`config.mk`:
```
export PLATFORM = sky130hd
export DESIGN_NAME = obstacle_draw_top
export DESIGN_NICKNAME = d
export VERILOG_FILES = /design/src/verilog/obstacle_pkg.sv /design/src/verilog/raster_timing.sv /design/src/verilog/obstacle_table.sv /design/src/verilog/obstacle_mux_16_to_1.sv /design/src/verilog/line_scanner.sv /design/src/verilog/span_painter.sv /design/src/verilog/obstacle_draw_top.sv
export SDC_FILE = /design/constraint.sdc
export NUM_CORES = 2
export LEC_CHECK = 0
export BUFFER_PORTS_ARGS = -buffer_cell sky130_fd_sc_hd__buf_2
export CELL_PAD_IN_SITES_DETAIL_PLACEMENT = 2
export CELL_PAD_IN_SITES_GLOBAL_PLACEMENT = 2
export CORE_MARGIN = 5
export CORE_UTILIZATION = 40
export DETAILED_ROUTE_END_ITERATION = 6
export PLACE_DENSITY_LB_ADDON = 0.1
export SYNTH_ARGS = -nofsm -noshare
export SYNTH_HDL_FRONTEND = slang
export SYNTH_SLANG_ARGS = --single-unit
```
`constraint.sdc`:
```
create_clock -name clk -period 9.31 [get_ports clk]
set_input_delay 0.931 -clock clk [delete_from_list [all_inputs] [get_ports clk]]
set_output_delay 0.931 -clock clk [all_outputs]
set_load 0.05 [all_outputs]
```
`src/verilog/obstacle_pkg.sv`:
```
package obstacle_pkg;

    // Pixel column, wide enough for the full line including blanking
    typedef logic [10:0] xcoord_t;

    // Line number within the frame
    typedef logic [9:0] ycoord_t;

    // Obstacle width or height in pixels
    typedef logic [7:0] extent_t;

    // Colour index, 0 is background and also marks an empty slot
    typedef logic [3:0] color_t;

    // Obstacle slot number
    typedef logic [3:0] slot_t;

    // One obstacle record, 41 bits
    // Field order from MSB: x, y, w, h, color
    typedef struct packed {
        xcoord_t x;
        ycoord_t y;
        extent_t w;
        extent_t h;
        color_t  color;
    } obstacle_t;

    // Slots in the table
    localparam int n_slots = 16;

endpackage

```
`src/verilog/raster_timing.sv`:
```
`timescale 1ns/1ps

module raster_timing #(
    parameter obstacle_pkg::xcoord_t h_active     = 11'd640,
    parameter obstacle_pkg::xcoord_t h_sync_start = 11'd656,
    parameter obstacle_pkg::xcoord_t h_sync_end   = 11'd752,
    parameter obstacle_pkg::xcoord_t h_total      = 11'd800,
    parameter obstacle_pkg::ycoord_t v_active     = 10'd480,
    parameter obstacle_pkg::ycoord_t v_sync_start = 10'd490,
    parameter obstacle_pkg::ycoord_t v_sync_end   = 10'd492,
    parameter obstacle_pkg::ycoord_t v_total      = 10'd525
) (
    input  logic                  clk,
    input  logic                  rst_n,
    output obstacle_pkg::xcoord_t hcount,
    output obstacle_pkg::ycoord_t vcount,
    output logic                  hsync,
    output logic                  vsync,
    output logic                  active
);

    // Last column and last line before wrap
    localparam obstacle_pkg::xcoord_t h_last = h_total - 11'd1;
    localparam obstacle_pkg::ycoord_t v_last = v_total - 10'd1;

    logic h_wrap;
    logic v_wrap;

    ////////////////////////////////////////
    // Counters
    ////////////////////////////////////////

    assign h_wrap = (hcount == h_last);
    assign v_wrap = (vcount == v_last);

    // Column counter, one step per clock
    always_ff @(posedge clk or negedge rst_n) begin
        if (!rst_n) begin
            hcount <= '0;
        end else if (h_wrap) begin
            hcount <= '0;
        end else begin
            hcount <= hcount + 11'd1;
        end
    end

    // Line counter, steps at end of each line
    always_ff @(posedge clk or negedge rst_n) begin
        if (!rst_n) begin
            vcount <= '0;
        end else if (h_wrap) begin
            if (v_wrap) begin
                vcount <= '0;
            end else begin
                vcount <= vcount + 10'd1;
            end
        end
    end

    ////////////////////////////////////////
    // Sync and active levels
    ////////////////////////////////////////

    // Active high syncs
    // End bounds are exclusive
    assign hsync = (hcount >= h_sync_start) && (hcount < h_sync_end);
    assign vsync = (vcount >= v_sync_start) && (vcount < v_sync_end);

    // Visible area
    assign active = (hcount < h_active) && (vcount < v_active);

endmodule

```
`src/verilog/obstacle_table.sv`:
```
`timescale 1ns/1ps

module obstacle_table (
    input  logic                    clk,
    input  logic                    rst_n,
    input  logic                    load,
    input  obstacle_pkg::slot_t     load_slot,
    input  obstacle_pkg::obstacle_t load_data,
    output obstacle_pkg::obstacle_t obstacle_0,
    output obstacle_pkg::obstacle_t obstacle_1,
    output obstacle_pkg::obstacle_t obstacle_2,
    output obstacle_pkg::obstacle_t obstacle_3,
    output obstacle_pkg::obstacle_t obstacle_4,
    output obstacle_pkg::obstacle_t obstacle_5,
    output obstacle_pkg::obstacle_t obstacle_6,
    output obstacle_pkg::obstacle_t obstacle_7,
    output obstacle_pkg::obstacle_t obstacle_8,
    output obstacle_pkg::obstacle_t obstacle_9,
    output obstacle_pkg::obstacle_t obstacle_10,
    output obstacle_pkg::obstacle_t obstacle_11,
    output obstacle_pkg::obstacle_t obstacle_12,
    output obstacle_pkg::obstacle_t obstacle_13,
    output obstacle_pkg::obstacle_t obstacle_14,
    output obstacle_pkg::obstacle_t obstacle_15
);

    // Record storage
    obstacle_pkg::obstacle_t slots [obstacle_pkg::n_slots];

    // Reset empties every slot (colour 0)
    // Load writes one slot per strobe
    always_ff @(posedge clk or negedge rst_n) begin
        if (!rst_n) begin
            for (int i = 0; i < obstacle_pkg::n_slots; i++) begin
                slots[i] <= '0;
            end
        end else if (load) begin
            slots[load_slot] <= load_data;
        end
    end

    assign obstacle_0  = slots[0];
    assign obstacle_1  = slots[1];
    assign obstacle_2  = slots[2];
    assign obstacle_3  = slots[3];
    assign obstacle_4  = slots[4];
    assign obstacle_5  = slots[5];
    assign obstacle_6  = slots[6];
    assign obstacle_7  = slots[7];
    assign obstacle_8  = slots[8];
    assign obstacle_9  = slots[9];
    assign obstacle_10 = slots[10];
    assign obstacle_11 = slots[11];
    assign obstacle_12 = slots[12];
    assign obstacle_13 = slots[13];
    assign obstacle_14 = slots[14];
    assign obstacle_15 = slots[15];

endmodule

```
`src/verilog/obstacle_mux_16_to_1.sv`:
```
`timescale 1ns/1ps

module obstacle_mux_16_to_1 (
    input  obstacle_pkg::obstacle_t input_0,
    input  obstacle_pkg::obstacle_t input_1,
    input  obstacle_pkg::obstacle_t input_2,
    input  obstacle_pkg::obstacle_t input_3,
    input  obstacle_pkg::obstacle_t input_4,
    input  obstacle_pkg::obstacle_t input_5,
    input  obstacle_pkg::obstacle_t input_6,
    input  obstacle_pkg::obstacle_t input_7,
    input  obstacle_pkg::obstacle_t input_8,
    input  obstacle_pkg::obstacle_t input_9,
    input  obstacle_pkg::obstacle_t input_10,
    input  obstacle_pkg::obstacle_t input_11,
    input  obstacle_pkg::obstacle_t input_12,
    input  obstacle_pkg::obstacle_t input_13,
    input  obstacle_pkg::obstacle_t input_14,
    input  obstacle_pkg::obstacle_t input_15,
    input  obstacle_pkg::slot_t     select,
    output obstacle_pkg::obstacle_t obstacle_mux_out
);

    // Purely combinational pick of one record
    // All sixteen codes covered so no latch
    always_comb begin
        case (select)
            4'b0000: obstacle_mux_out = input_0;
            4'b0001: obstacle_mux_out = input_1;
            4'b0010: obstacle_mux_out = input_2;
            4'b0011: obstacle_mux_out = input_3;
            4'b0100: obstacle_mux_out = input_4;
            4'b0101: obstacle_mux_out = input_5;
            4'b0110: obstacle_mux_out = input_6;
            4'b0111: obstacle_mux_out = input_7;

            4'b1000: obstacle_mux_out = input_8;
            4'b1001: obstacle_mux_out = input_9;
            4'b1010: obstacle_mux_out = input_10;
            4'b1011: obstacle_mux_out = input_11;
            4'b1100: obstacle_mux_out = input_12;
            4'b1101: obstacle_mux_out = input_13;
            4'b1110: obstacle_mux_out = input_14;
            4'b1111: obstacle_mux_out = input_15;
        endcase
    end

endmodule

```
`src/verilog/line_scanner.sv`:
```
`timescale 1ns/1ps

module line_scanner #(
    parameter obstacle_pkg::xcoord_t h_active = 11'd640,
    parameter obstacle_pkg::ycoord_t v_total  = 10'd525
) (
    input  logic                    clk,
    input  logic                    rst_n,
    input  obstacle_pkg::xcoord_t   hcount,
    input  obstacle_pkg::ycoord_t   vcount,
    output obstacle_pkg::slot_t     select,
    input  obstacle_pkg::obstacle_t obstacle,
    output logic                    span_valid [obstacle_pkg::n_slots],
    output obstacle_pkg::xcoord_t   span_x0    [obstacle_pkg::n_slots],
    output obstacle_pkg::xcoord_t   span_x1    [obstacle_pkg::n_slots],
    output obstacle_pkg::color_t    span_color [obstacle_pkg::n_slots]
);

    localparam obstacle_pkg::ycoord_t v_last    = v_total - 10'd1;
    localparam obstacle_pkg::slot_t   last_slot = obstacle_pkg::slot_t'(obstacle_pkg::n_slots - 1);

    typedef enum logic {
        idle,
        scan
    } scan_state_t;

    scan_state_t           state;
    obstacle_pkg::slot_t   slot;
    obstacle_pkg::ycoord_t target_line;
    logic                  start;
    logic [10:0]           y_end;
    logic                  hit;

    // Scan kicks off at the first blanking column
    assign start  = (state == idle) && (hcount == h_active);
    assign select = slot;

    ////////////////////////////////////////
    // Vertical overlap test
    ////////////////////////////////////////

    // Bottom edge, exclusive, one bit wider so y + h cannot wrap
    assign y_end = {1'b0, obstacle.y} + {3'b000, obstacle.h};

    // Empty slots never hit
    assign hit = (obstacle.color != '0) &&
                 (obstacle.y <= target_line) &&
                 ({1'b0, target_line} < y_end);

    ////////////////////////////////////////
    // FSM and valid flags
    ////////////////////////////////////////

    always_ff @(posedge clk or negedge rst_n) begin
        if (!rst_n) begin
            state <= idle;
            slot  <= '0;
            for (int i = 0; i < obstacle_pkg::n_slots; i++) begin
                span_valid[i] <= 1'b0;
            end
        end else begin
            case (state)
                idle: begin
                    // Drop last line's spans before refill
                    if (start) begin
                        for (int i = 0; i < obstacle_pkg::n_slots; i++) begin
                            span_valid[i] <= 1'b0;
                        end
                        slot  <= '0;
                        state <= scan;
                    end
                end
                scan: begin
                    // One slot per cycle, mux output read same cycle
                    span_valid[slot] <= hit;
                    slot             <= slot + 4'd1;
                    if (slot == last_slot) begin
                        state <= idle;
                    end
                end
                default: state <= idle;
            endcase
        end
    end

    // Next line number, wraps after last line
    always_ff @(posedge clk) begin
        if (start) begin
            target_line <= (vcount == v_last) ? '0 : vcount + 10'd1;
        end
    end

    // Horizontal span, x1 exclusive
    // Span index is the slot number
    always_ff @(posedge clk) begin
        if (state == scan) begin
            span_x0[slot]    <= obstacle.x;
            span_x1[slot]    <= obstacle.x + obstacle_pkg::xcoord_t'(obstacle.w);
            span_color[slot] <= obstacle.color;
        end
    end

endmodule

```
`src/verilog/span_painter.sv`:
```
`timescale 1ns/1ps

module span_painter (
    input  logic                  clk,
    input  logic                  rst_n,
    input  obstacle_pkg::xcoord_t hcount,
    input  logic                  hsync_in,
    input  logic                  vsync_in,
    input  logic                  active_in,
    input  logic                  span_valid [obstacle_pkg::n_slots],
    input  obstacle_pkg::xcoord_t span_x0    [obstacle_pkg::n_slots],
    input  obstacle_pkg::xcoord_t span_x1    [obstacle_pkg::n_slots],
    input  obstacle_pkg::color_t  span_color [obstacle_pkg::n_slots],
    output logic                  hsync,
    output logic                  vsync,
    output logic                  active,
    output obstacle_pkg::color_t  pixel_color
);

    logic                 covers [obstacle_pkg::n_slots];
    obstacle_pkg::color_t color_next;

    ////////////////////////////////////////
    // Range compares
    ////////////////////////////////////////

    // Column inside [x0, x1) of a valid span
    always_comb begin
        for (int i = 0; i < obstacle_pkg::n_slots; i++) begin
            covers[i] = span_valid[i] &&
                        (hcount >= span_x0[i]) &&
                        (hcount < span_x1[i]);
        end
    end

    // Priority pick
    // Walk from highest slot down so lowest slot overwrites last
    always_comb begin
        color_next = '0;
        for (int i = obstacle_pkg::n_slots - 1; i >= 0; i--) begin
            if (covers[i]) begin
                color_next = span_color[i];
            end
        end
    end

    ////////////////////////////////////////
    // Output register
    ////////////////////////////////////////

    // Syncs delayed one cycle to line up with the colour
    always_ff @(posedge clk or negedge rst_n) begin
        if (!rst_n) begin
            hsync       <= 1'b0;
            vsync       <= 1'b0;
            active      <= 1'b0;
            pixel_color <= '0;
        end else begin
            hsync  <= hsync_in;
            vsync  <= vsync_in;
            active <= active_in;
            // Background outside visible area
            if (active_in) begin
                pixel_color <= color_next;
            end else begin
                pixel_color <= '0;
            end
        end
    end

endmodule

```
`src/verilog/obstacle_draw_top.sv`:
```
`timescale 1ns/1ps

module obstacle_draw_top #(
    parameter obstacle_pkg::xcoord_t h_active     = 11'd640,
    parameter obstacle_pkg::xcoord_t h_sync_start = 11'd656,
    parameter obstacle_pkg::xcoord_t h_sync_end   = 11'd752,
    parameter obstacle_pkg::xcoord_t h_total      = 11'd800,
    parameter obstacle_pkg::ycoord_t v_active     = 10'd480,
    parameter obstacle_pkg::ycoord_t v_sync_start = 10'd490,
    parameter obstacle_pkg::ycoord_t v_sync_end   = 10'd492,
    parameter obstacle_pkg::ycoord_t v_total      = 10'd525
) (
    input  logic                    clk,
    input  logic                    rst_n,
    input  logic                    load,
    input  obstacle_pkg::slot_t     load_slot,
    input  obstacle_pkg::obstacle_t load_data,
    output logic                    hsync,
    output logic                    vsync,
    output logic                    active,
    output obstacle_pkg::color_t    pixel_color
);

    // Raster counters and raw levels
    obstacle_pkg::xcoord_t   hcount;
    obstacle_pkg::ycoord_t   vcount;
    logic                    raw_hsync;
    logic                    raw_vsync;
    logic                    raw_active;

    // Table records and mux path
    obstacle_pkg::obstacle_t table_rec [obstacle_pkg::n_slots];
    obstacle_pkg::slot_t     mux_select;
    obstacle_pkg::obstacle_t mux_out;

    // Span list for the line being drawn
    logic                    span_valid [obstacle_pkg::n_slots];
    obstacle_pkg::xcoord_t   span_x0    [obstacle_pkg::n_slots];
    obstacle_pkg::xcoord_t   span_x1    [obstacle_pkg::n_slots];
    obstacle_pkg::color_t    span_color [obstacle_pkg::n_slots];

    ////////////////////////////////////////
    // Timing
    ////////////////////////////////////////

    raster_timing #(
        .h_active     (h_active),
        .h_sync_start (h_sync_start),
        .h_sync_end   (h_sync_end),
        .h_total      (h_total),
        .v_active     (v_active),
        .v_sync_start (v_sync_start),
        .v_sync_end   (v_sync_end),
        .v_total      (v_total)
    ) raster_timing_inst (
        .clk    (clk),
        .rst_n  (rst_n),
        .hcount (hcount),
        .vcount (vcount),
        .hsync  (raw_hsync),
        .vsync  (raw_vsync),
        .active (raw_active)
    );

    ////////////////////////////////////////
    // Table and mux
    ////////////////////////////////////////

    obstacle_table obstacle_table_inst (
        .clk         (clk),
        .rst_n       (rst_n),
        .load        (load),
        .load_slot   (load_slot),
        .load_data   (load_data),
        .obstacle_0  (table_rec[0]),
        .obstacle_1  (table_rec[1]),
        .obstacle_2  (table_rec[2]),
        .obstacle_3  (table_rec[3]),
        .obstacle_4  (table_rec[4]),
        .obstacle_5  (table_rec[5]),
        .obstacle_6  (table_rec[6]),
        .obstacle_7  (table_rec[7]),
        .obstacle_8  (table_rec[8]),
        .obstacle_9  (table_rec[9]),
        .obstacle_10 (table_rec[10]),
        .obstacle_11 (table_rec[11]),
        .obstacle_12 (table_rec[12]),
        .obstacle_13 (table_rec[13]),
        .obstacle_14 (table_rec[14]),
        .obstacle_15 (table_rec[15])
    );

    obstacle_mux_16_to_1 obstacle_mux_inst (
        .input_0          (table_rec[0]),
        .input_1          (table_rec[1]),
        .input_2          (table_rec[2]),
        .input_3          (table_rec[3]),
        .input_4          (table_rec[4]),
        .input_5          (table_rec[5]),
        .input_6          (table_rec[6]),
        .input_7          (table_rec[7]),
        .input_8          (table_rec[8]),
        .input_9          (table_rec[9]),
        .input_10         (table_rec[10]),
        .input_11         (table_rec[11]),
        .input_12         (table_rec[12]),
        .input_13         (table_rec[13]),
        .input_14         (table_rec[14]),
        .input_15         (table_rec[15]),
        .select           (mux_select),
        .obstacle_mux_out (mux_out)
    );

    ////////////////////////////////////////
    // Scanner and painter
    ////////////////////////////////////////

    line_scanner #(
        .h_active (h_active),
        .v_total  (v_total)
    ) line_scanner_inst (
        .clk        (clk),
        .rst_n      (rst_n),
        .hcount     (hcount),
        .vcount     (vcount),
        .select     (mux_select),
        .obstacle   (mux_out),
        .span_valid (span_valid),
        .span_x0    (span_x0),
        .span_x1    (span_x1),
        .span_color (span_color)
    );

    span_painter span_painter_inst (
        .clk         (clk),
        .rst_n       (rst_n),
        .hcount      (hcount),
        .hsync_in    (raw_hsync),
        .vsync_in    (raw_vsync),
        .active_in   (raw_active),
        .span_valid  (span_valid),
        .span_x0     (span_x0),
        .span_x1     (span_x1),
        .span_color  (span_color),
        .hsync       (hsync),
        .vsync       (vsync),
        .active      (active),
        .pixel_color (pixel_color)
    );

endmodule

```
== After elaboration in Yosys (flattened, before gate mapping) ==
Cells that the tools add are included.
Operators by class
  add/sub/neg operators: 5
  order comparisons: 44
  eq/ne operators: 19
  muxes and demuxes: 40
  bitwise logic cells: 3
  reductions and logical operators: 42
Operators by type and width (number)
  $bwmux 656: 1
  $pmux 41 s16: 1
  $bwmux 176: 2
  $ge 11x11->1: 16
  $lt 11x11->1: 16
  $demux 41 s4: 1
  $mux 4: 19
  $bwmux 64: 1
  $demux 11 s4: 1
  $mux 41: 1
  $logic_and 1x1->1: 40
  $eq 4x4->1 const B: 8
  $pmux 16 s2: 1
  $eq 11x10->1 const B: 2
  $lt 11x10->1 const B: 2
  $mux 11: 2
  $lt 10x9->1 const B: 2
  $bwmux 16: 1
  $demux 4 s4: 1
  $eq 4x3->1 const B: 4
  $mux 16: 1
  $add 10x8->11: 1
  $add 11x1->11 const B: 1
  $add 11x8->11: 1
  21 further kinds: 27
Storage, ports and cells
  bits in registers: 1131
  input port bits: 48
  output and inout bits: 7
  logic and storage cells: 306

== Logic depth before layout (Yosys ltp) ==
  word-level depth: 20
  gate-level depth with buffers: 27
  gate-level depth less buffers: 26

== Modules after synthesis ==
Synthesis repeated with hierarchy kept, for this count alone.
Unflattened totals
  cell total of the unflattened synthesis: 4369
  area, all modules: 54990.2 um2
Modules (own cells, without submodules)
  obstacle_table: instances 1, cells each 1445, area an instance 24407.2 um2, seq. area each 16415.7 um2
  line_scanner: instances 1, cells each 732, area an instance 15287.2 um2, seq. area each 13317.8 um2
  span_painter: instances 1, cells each 1276, area an instance 9306.4 um2, seq. area each 175.2 um2
  obstacle_mux_16_to_1: instances 1, cells each 804, area an instance 4904.7 um2, seq. area each 0.0 um2
  raster_timing: instances 1, cells each 112, area an instance 1084.8 um2, seq. area each 525.5 um2

== Worst setup path before layout ==
No wires, ideal clock.
  path type: register to register
  from: register line_scanner_inst.slot[0], in the netlist line_scanner_inst.select[0]
  to: register line_scanner_inst.span_valid[11] (netlist name)
  setup time: 0.081 ns
  arrival: 5.272 ns
  required time: 9.229 ns
  setup slack: 3.956 ns
  stages on the path, launching flop included: 26
  buffers on the path: 3
  clock period less this slack: 5.354 ns
  path through: dfrtp_1 inv_1 ha_1 inv_1 o21ai_1 clkbuf_1 buf_1 buf_1 nor2_1 a41oi_1 ha_1 a21o_1 a21oi_1 o21bai_1 a21oi_1 o21bai_1 a21oi_1 nor2b_1 o21ai_0 xor2_1 ha_1 a21oi_1 o21ai_0 a211o_1 or3_1 a21oi_1
Between the ends
  cells in the longest elaborated chain, start to end: 7
  elaborated cells between the ends (all ways): 31
  those cells by class: 1 x add/sub; 4 x order compare; 15 x eq/ne; 5 x mux; 1 x bitwise; 5 x reduce/logical
RTL lines
  start, declared: line line_scanner.sv:28  | obstacle_pkg::slot_t slot;
  start signal, assigned: line line_scanner.sv:76  | slot <= slot + 4'd1;
  $eq 4x4->1, or another cell as far along: line obstacle_mux_16_to_1.sv:27  | case (select)
  $pmux 41 s16, or another cell as far along: line obstacle_mux_16_to_1.sv:27
  $add 10x8->11, or another cell as far along: line line_scanner.sv:43  | assign y_end = {1'b0, obstacle.y} + {3'b000, obstacle.h};
  $lt 10x11->1, or another cell as far along: line line_scanner.sv:48  | ({1'b0, target_line} < y_end);
  $logic_and 1x1->1 / $demux 1 s4 (equally long branches): line line_scanner.sv:47, line_scanner.sv:75
  $bwmux 16 *: line line_scanner.sv:75  | span_valid[slot] <= hit;
  $pmux 16 s2 *: line line_scanner.sv:62  | case (state)
  end signal, assigned by index: line line_scanner.sv:75
  end, declared: line line_scanner.sv:13  | output logic span_valid [obstacle_pkg::n_slots],
Every way passes the cells marked *; elsewhere a longest branch is shown, timed or not.
A chain may end at the register's enable or synchronous reset.

== Final worst setup path ==
Ends and elaborated chain as after synthesis.

==> impl_metrics.tcl <==
set metrics [dict create \
    floorplan.initialDensity 0.4018 \
    row_count 134 \
    timing.critical_path.fanout_max 21 \
    power.net_switching_uw 3606 \
    flow.area_growth_from_synthesis_pct 13.70 \
    cts-root-buf "clkbuf_16" \
    ys_ff_latch 1131 \
    syn-cell-area_um2 53560 \
    required_ns 9.99 \
    clock_latency_reported_for_the_late_side_of_the_worst_skew_pair_ns 0.77 \
    wl_per_cell_um 30.43 \
    avgViaCountPerCell 5.853 \
    final_net_count 4612 \
    dr_total_vias 35430 \
    cts_num_sinks 1131 \
    die_x_um 375.9 \
    grt_total_ovfl 0 \
    syn_avg_cell_area_um2 13.10 \
    crit_share_post_route 0.7272 \
    setup.worst_path.start_class "flop" \
    power_uw 13550 \
    route.detailed.drc 0 \
    buffer_ports.inserted 54 \
    sequential_fraction_of_the_synthesis_area 0.5683 \
    core_um2 133300 \
    ys.warnings.count 0 \
    place_inst 5815 \
    synthFlopType "dfrtp_1" \
    final-max-slew-violation-count 0 \
    most_common_library_cells_after_synthesis "705 x dfrtp_1, 668 x mux2_2, 426 x edfxtp_1" \
    power_report.internal_total_uw 9948 \
    non_filler_instances 6054 \
    minimum_clock_period_after_layout_ns 6.771 \
    setup_viol_count_final 0 \
    number_of_flops_mapped_to_enable_cells_by_yosys 426 \
    post_route_cells_drive_above_1_share 0.2598 \
    clock_skew_ns 0.02930 \
    die_span_in_y_um 375.9 \
    syn_inst 4088 \
    die_footprint_um2 141300 \
    antenna_found_initial 14 \
    cts-hold-fix-buffers 0 \
    async_flop_share 0.6233 \
    clkPwrFrac 0.391 \
    wire_length_of_the_first_global_routing_pass_um 271700 \
    hold_path_class "input port to async pin" \
    maximum_vdd_ir_drop_mv 0.1872 \
    maximum_number_of_pins_on_one_net_before_global_route_repair 160 \
    cts_clk_pin_slew_worst_paths_ns 0.06 \
    post-cts-setup-buffer-count 0 \
    numCtsBuffers 134 \
    syn_nets 4517 \
    cts.htree.levels 4 \
    design.portCount 55 \
    synth_area_leader_cell "dfrtp_1" \
    run_status "completed" \
    grt.total_usage 0.2609 \
    final.setup.tns_ns 0 \
    cts_tree "done" \
    synth.most_common_cell "dfrtp_1" \
    finalHoldViolCount 0 \
    combinational_share_of_power 0.129 \
    seq_power_share 0.480 \
    grt_pass1_vias 39300 \
    netSwitchingFraction 0.2660 \
    slew_at_the_pin_closest_to_its_max_slew_limit_ns 1.194 \
    powerDensity_nw_per_um2 222.6 \
    timing_worst_setup_path_type "flop to flop" \
    ctsLongestPathBuffers 3 \
    cts-resized-gates 0 \
    finalWeightedCongestion 0.7849 \
    rsz0062_at_grt "false" \
    ant_nets 0 \
    drtIter0Drc 2475 \
    synthTopCellsByArea "dfrtp_1 33%, edfxtp_1 24%, mux2_2 14%" \
    cp-end-kind "flop" \
    drv.max_cap_violation_count 0 \
    max_clock_freq_mhz 147.7 \
    cp.arrival_ns 7.45 \
    leakagePower_uw 0.02624 \
    drt_pre_antenna_iters 6 \
    total_wirelength_of_the_detailed_routed_design_um 184300 \
    place.detailed.hpwl_um 111500 \
    slew-limit-headroom 0.2042 \
    top_area_cell_type_share_of_the_netlist_area 0.3294 \
    synth.distinct_cells 78 \
]
==> worst paths after layout <==
kind                                                    start                                  to  slack, ns  cells after the start
hold reg to reg            obstacle_table_inst.obstacle_11[0]  obstacle_table_inst.obstacle_11[0]       0.50                      1
max in group asynchronous                               rst_n        raster_timing_inst.hcount[4]       6.81                      3
setup reg to reg                  line_scanner_inst.select[0]    line_scanner_inst.span_valid[11]       2.54                     22
hold / removal                                          rst_n  obstacle_table_inst.obstacle_6[17]       0.20                      1
min in group clk           obstacle_table_inst.obstacle_11[0]  obstacle_table_inst.obstacle_11[0]       0.50                      1
setup / recovery                  line_scanner_inst.select[0]    line_scanner_inst.span_valid[11]       2.54                     22
==> layout make-up <==
| class | count | area (um2) |
|---|---|---|
| diodes | 2 | 5.005 |
| clock buffers | 193 | 3984 |
| clock inverters | 44 | 412.9 |
| fillers | 12930 | 72400 |
| inverters | 385 | 1445 |
| multi-input cells | 2372 | 21280 |
| flip-flops and latches | 1131 | 30450 |
| well taps | 1768 | 2212 |
| repair buffers | 159 | 1106 |
==> power by group through the flow <==
stage | registers (uW) | clock network (uW) | logic [uW]
6_report | 6500 | 5300 | 1750
5_1_grt | 6560 | 5630 | 1910
4_1_cts | 6500 | 5420 | 1790
3_5_place_dp | 6580 | 0 | 1780
3_3_place_gp | 6570 | 0 | 1700
2_1_floorplan | 6390 | 0 | 998
==> registers in the layout, summed over array words and instances (netlist names), 10 cells and up <==
| register | count |
|---|---|
| obstacle_table_inst.obstacle_11 | 41 |
| line_scanner_inst.span_color | 64 |
| line_scanner_inst.span_x0 | 176 |
| obstacle_table_inst.obstacle_14 | 41 |
| obstacle_table_inst.obstacle_9 | 41 |
| line_scanner_inst.span_valid | 16 |
| obstacle_table_inst.obstacle_7 | 41 |
| obstacle_table_inst.obstacle_13 | 41 |
| obstacle_table_inst.obstacle_5 | 41 |
| line_scanner_inst.target_line | 10 |
| raster_timing_inst.vcount | 10 |
| obstacle_table_inst.obstacle_3 | 41 |
| obstacle_table_inst.obstacle_12 | 41 |
| obstacle_table_inst.obstacle_1 | 41 |
| obstacle_table_inst.obstacle_0 | 41 |
| obstacle_table_inst.obstacle_4 | 41 |
| obstacle_table_inst.obstacle_2 | 41 |
| line_scanner_inst.span_x1 | 176 |
| raster_timing_inst.hcount | 11 |
| obstacle_table_inst.obstacle_15 | 41 |
| obstacle_table_inst.obstacle_8 | 41 |
| obstacle_table_inst.obstacle_6 | 41 |
| obstacle_table_inst.obstacle_10 | 41 |
==> through the flow <==
step	cell area, um2	util	setup slack, ns	hold slack, ns
2_1_floorplan	53560	-	3.956	0.4736
3_3_place_gp	56490	0.4238	2.852	0.4853
3_5_place_dp	56490	0.4238	2.690	0.4932
4_1_cts	60890	0.4568	2.617	0.1840
5_1_grt	60890	0.4568	2.176	0.2263
6_report	60890	0.4568	2.539	0.1998
==> critical path: stages (launching register included) <==
cell and delay (ns):
dfrtp_1 0.47, ha_1 0.55, and3_2 0.84, buf_4 0.48
a22o_1 0.19, a221oi_1 0.06, a41oi_1 0.55, ha_1 0.33
a21o_1 0.18, a21oi_1 0.24, o21bai_1 0.10, a21oi_1 0.22
o21bai_1 0.09, a21oi_1 0.25, nor2b_1 0.07, o21ai_0 0.20
xor2_1 0.18, ha_1 0.27, a21oi_1 0.14, o21ai_0 0.10
a211o_1 0.58, or3_1 0.44, a21oi_1 0.15
==> logic make-up after synthesis <==
family | after synthesis | synth area share
XOR/XNOR | 35 | 0.005724
multiplexers | 679 | 0.1427
AO/OA/AOI/OAI | 748 | 0.1030
adder cells (fa/ha/maj) | 381 | 0.08929
flip-flops | 1131 | 0.5683
AND/OR/NAND/NOR | 529 | 0.04960
buffers and inverters | 585 | 0.04135
==> per-layer routing <==
layer  wire, um  part of all wire  vias up  GRT usage
li1           -                 -    15380          -
met1      81070              0.44    19010     0.3482
met2      90110              0.49      775     0.4411
met3       7954             0.043      277    0.04018
met4       5117             0.028        0    0.07760
met5          0                 0        -          0
==> layout by cell type, fill, tap and decap left out, types with 16 or more instances in the layout <==
master / count
nor3_1: 25
clkbuf_16: 141
nor2_1: 124
and3_1: 31
a21oi_1: 105
nor2b_1: 25
nand2b_1: 34
dfrtp_1: 694
clkinv_2: 21
mux2_2: 668
a211oi_1: 40
o21a_1: 19
ha_1: 379
a21o_1: 36
inv_1: 384
o211ai_1: 20
nand3_1: 61
a22o_1: 70
a211o_1: 16
a22oi_1: 107
nand4_1: 40
buf_2: 53
buf_4: 102
edfxtp_1: 426
a222oi_1: 32
a41oi_1: 18
a221oi_1: 64
clkbuf_8: 26
clkbuf_1: 26
nand2_1: 101
o21ai_0: 90
Note: power is estimated with default switching activity, not from simulation.
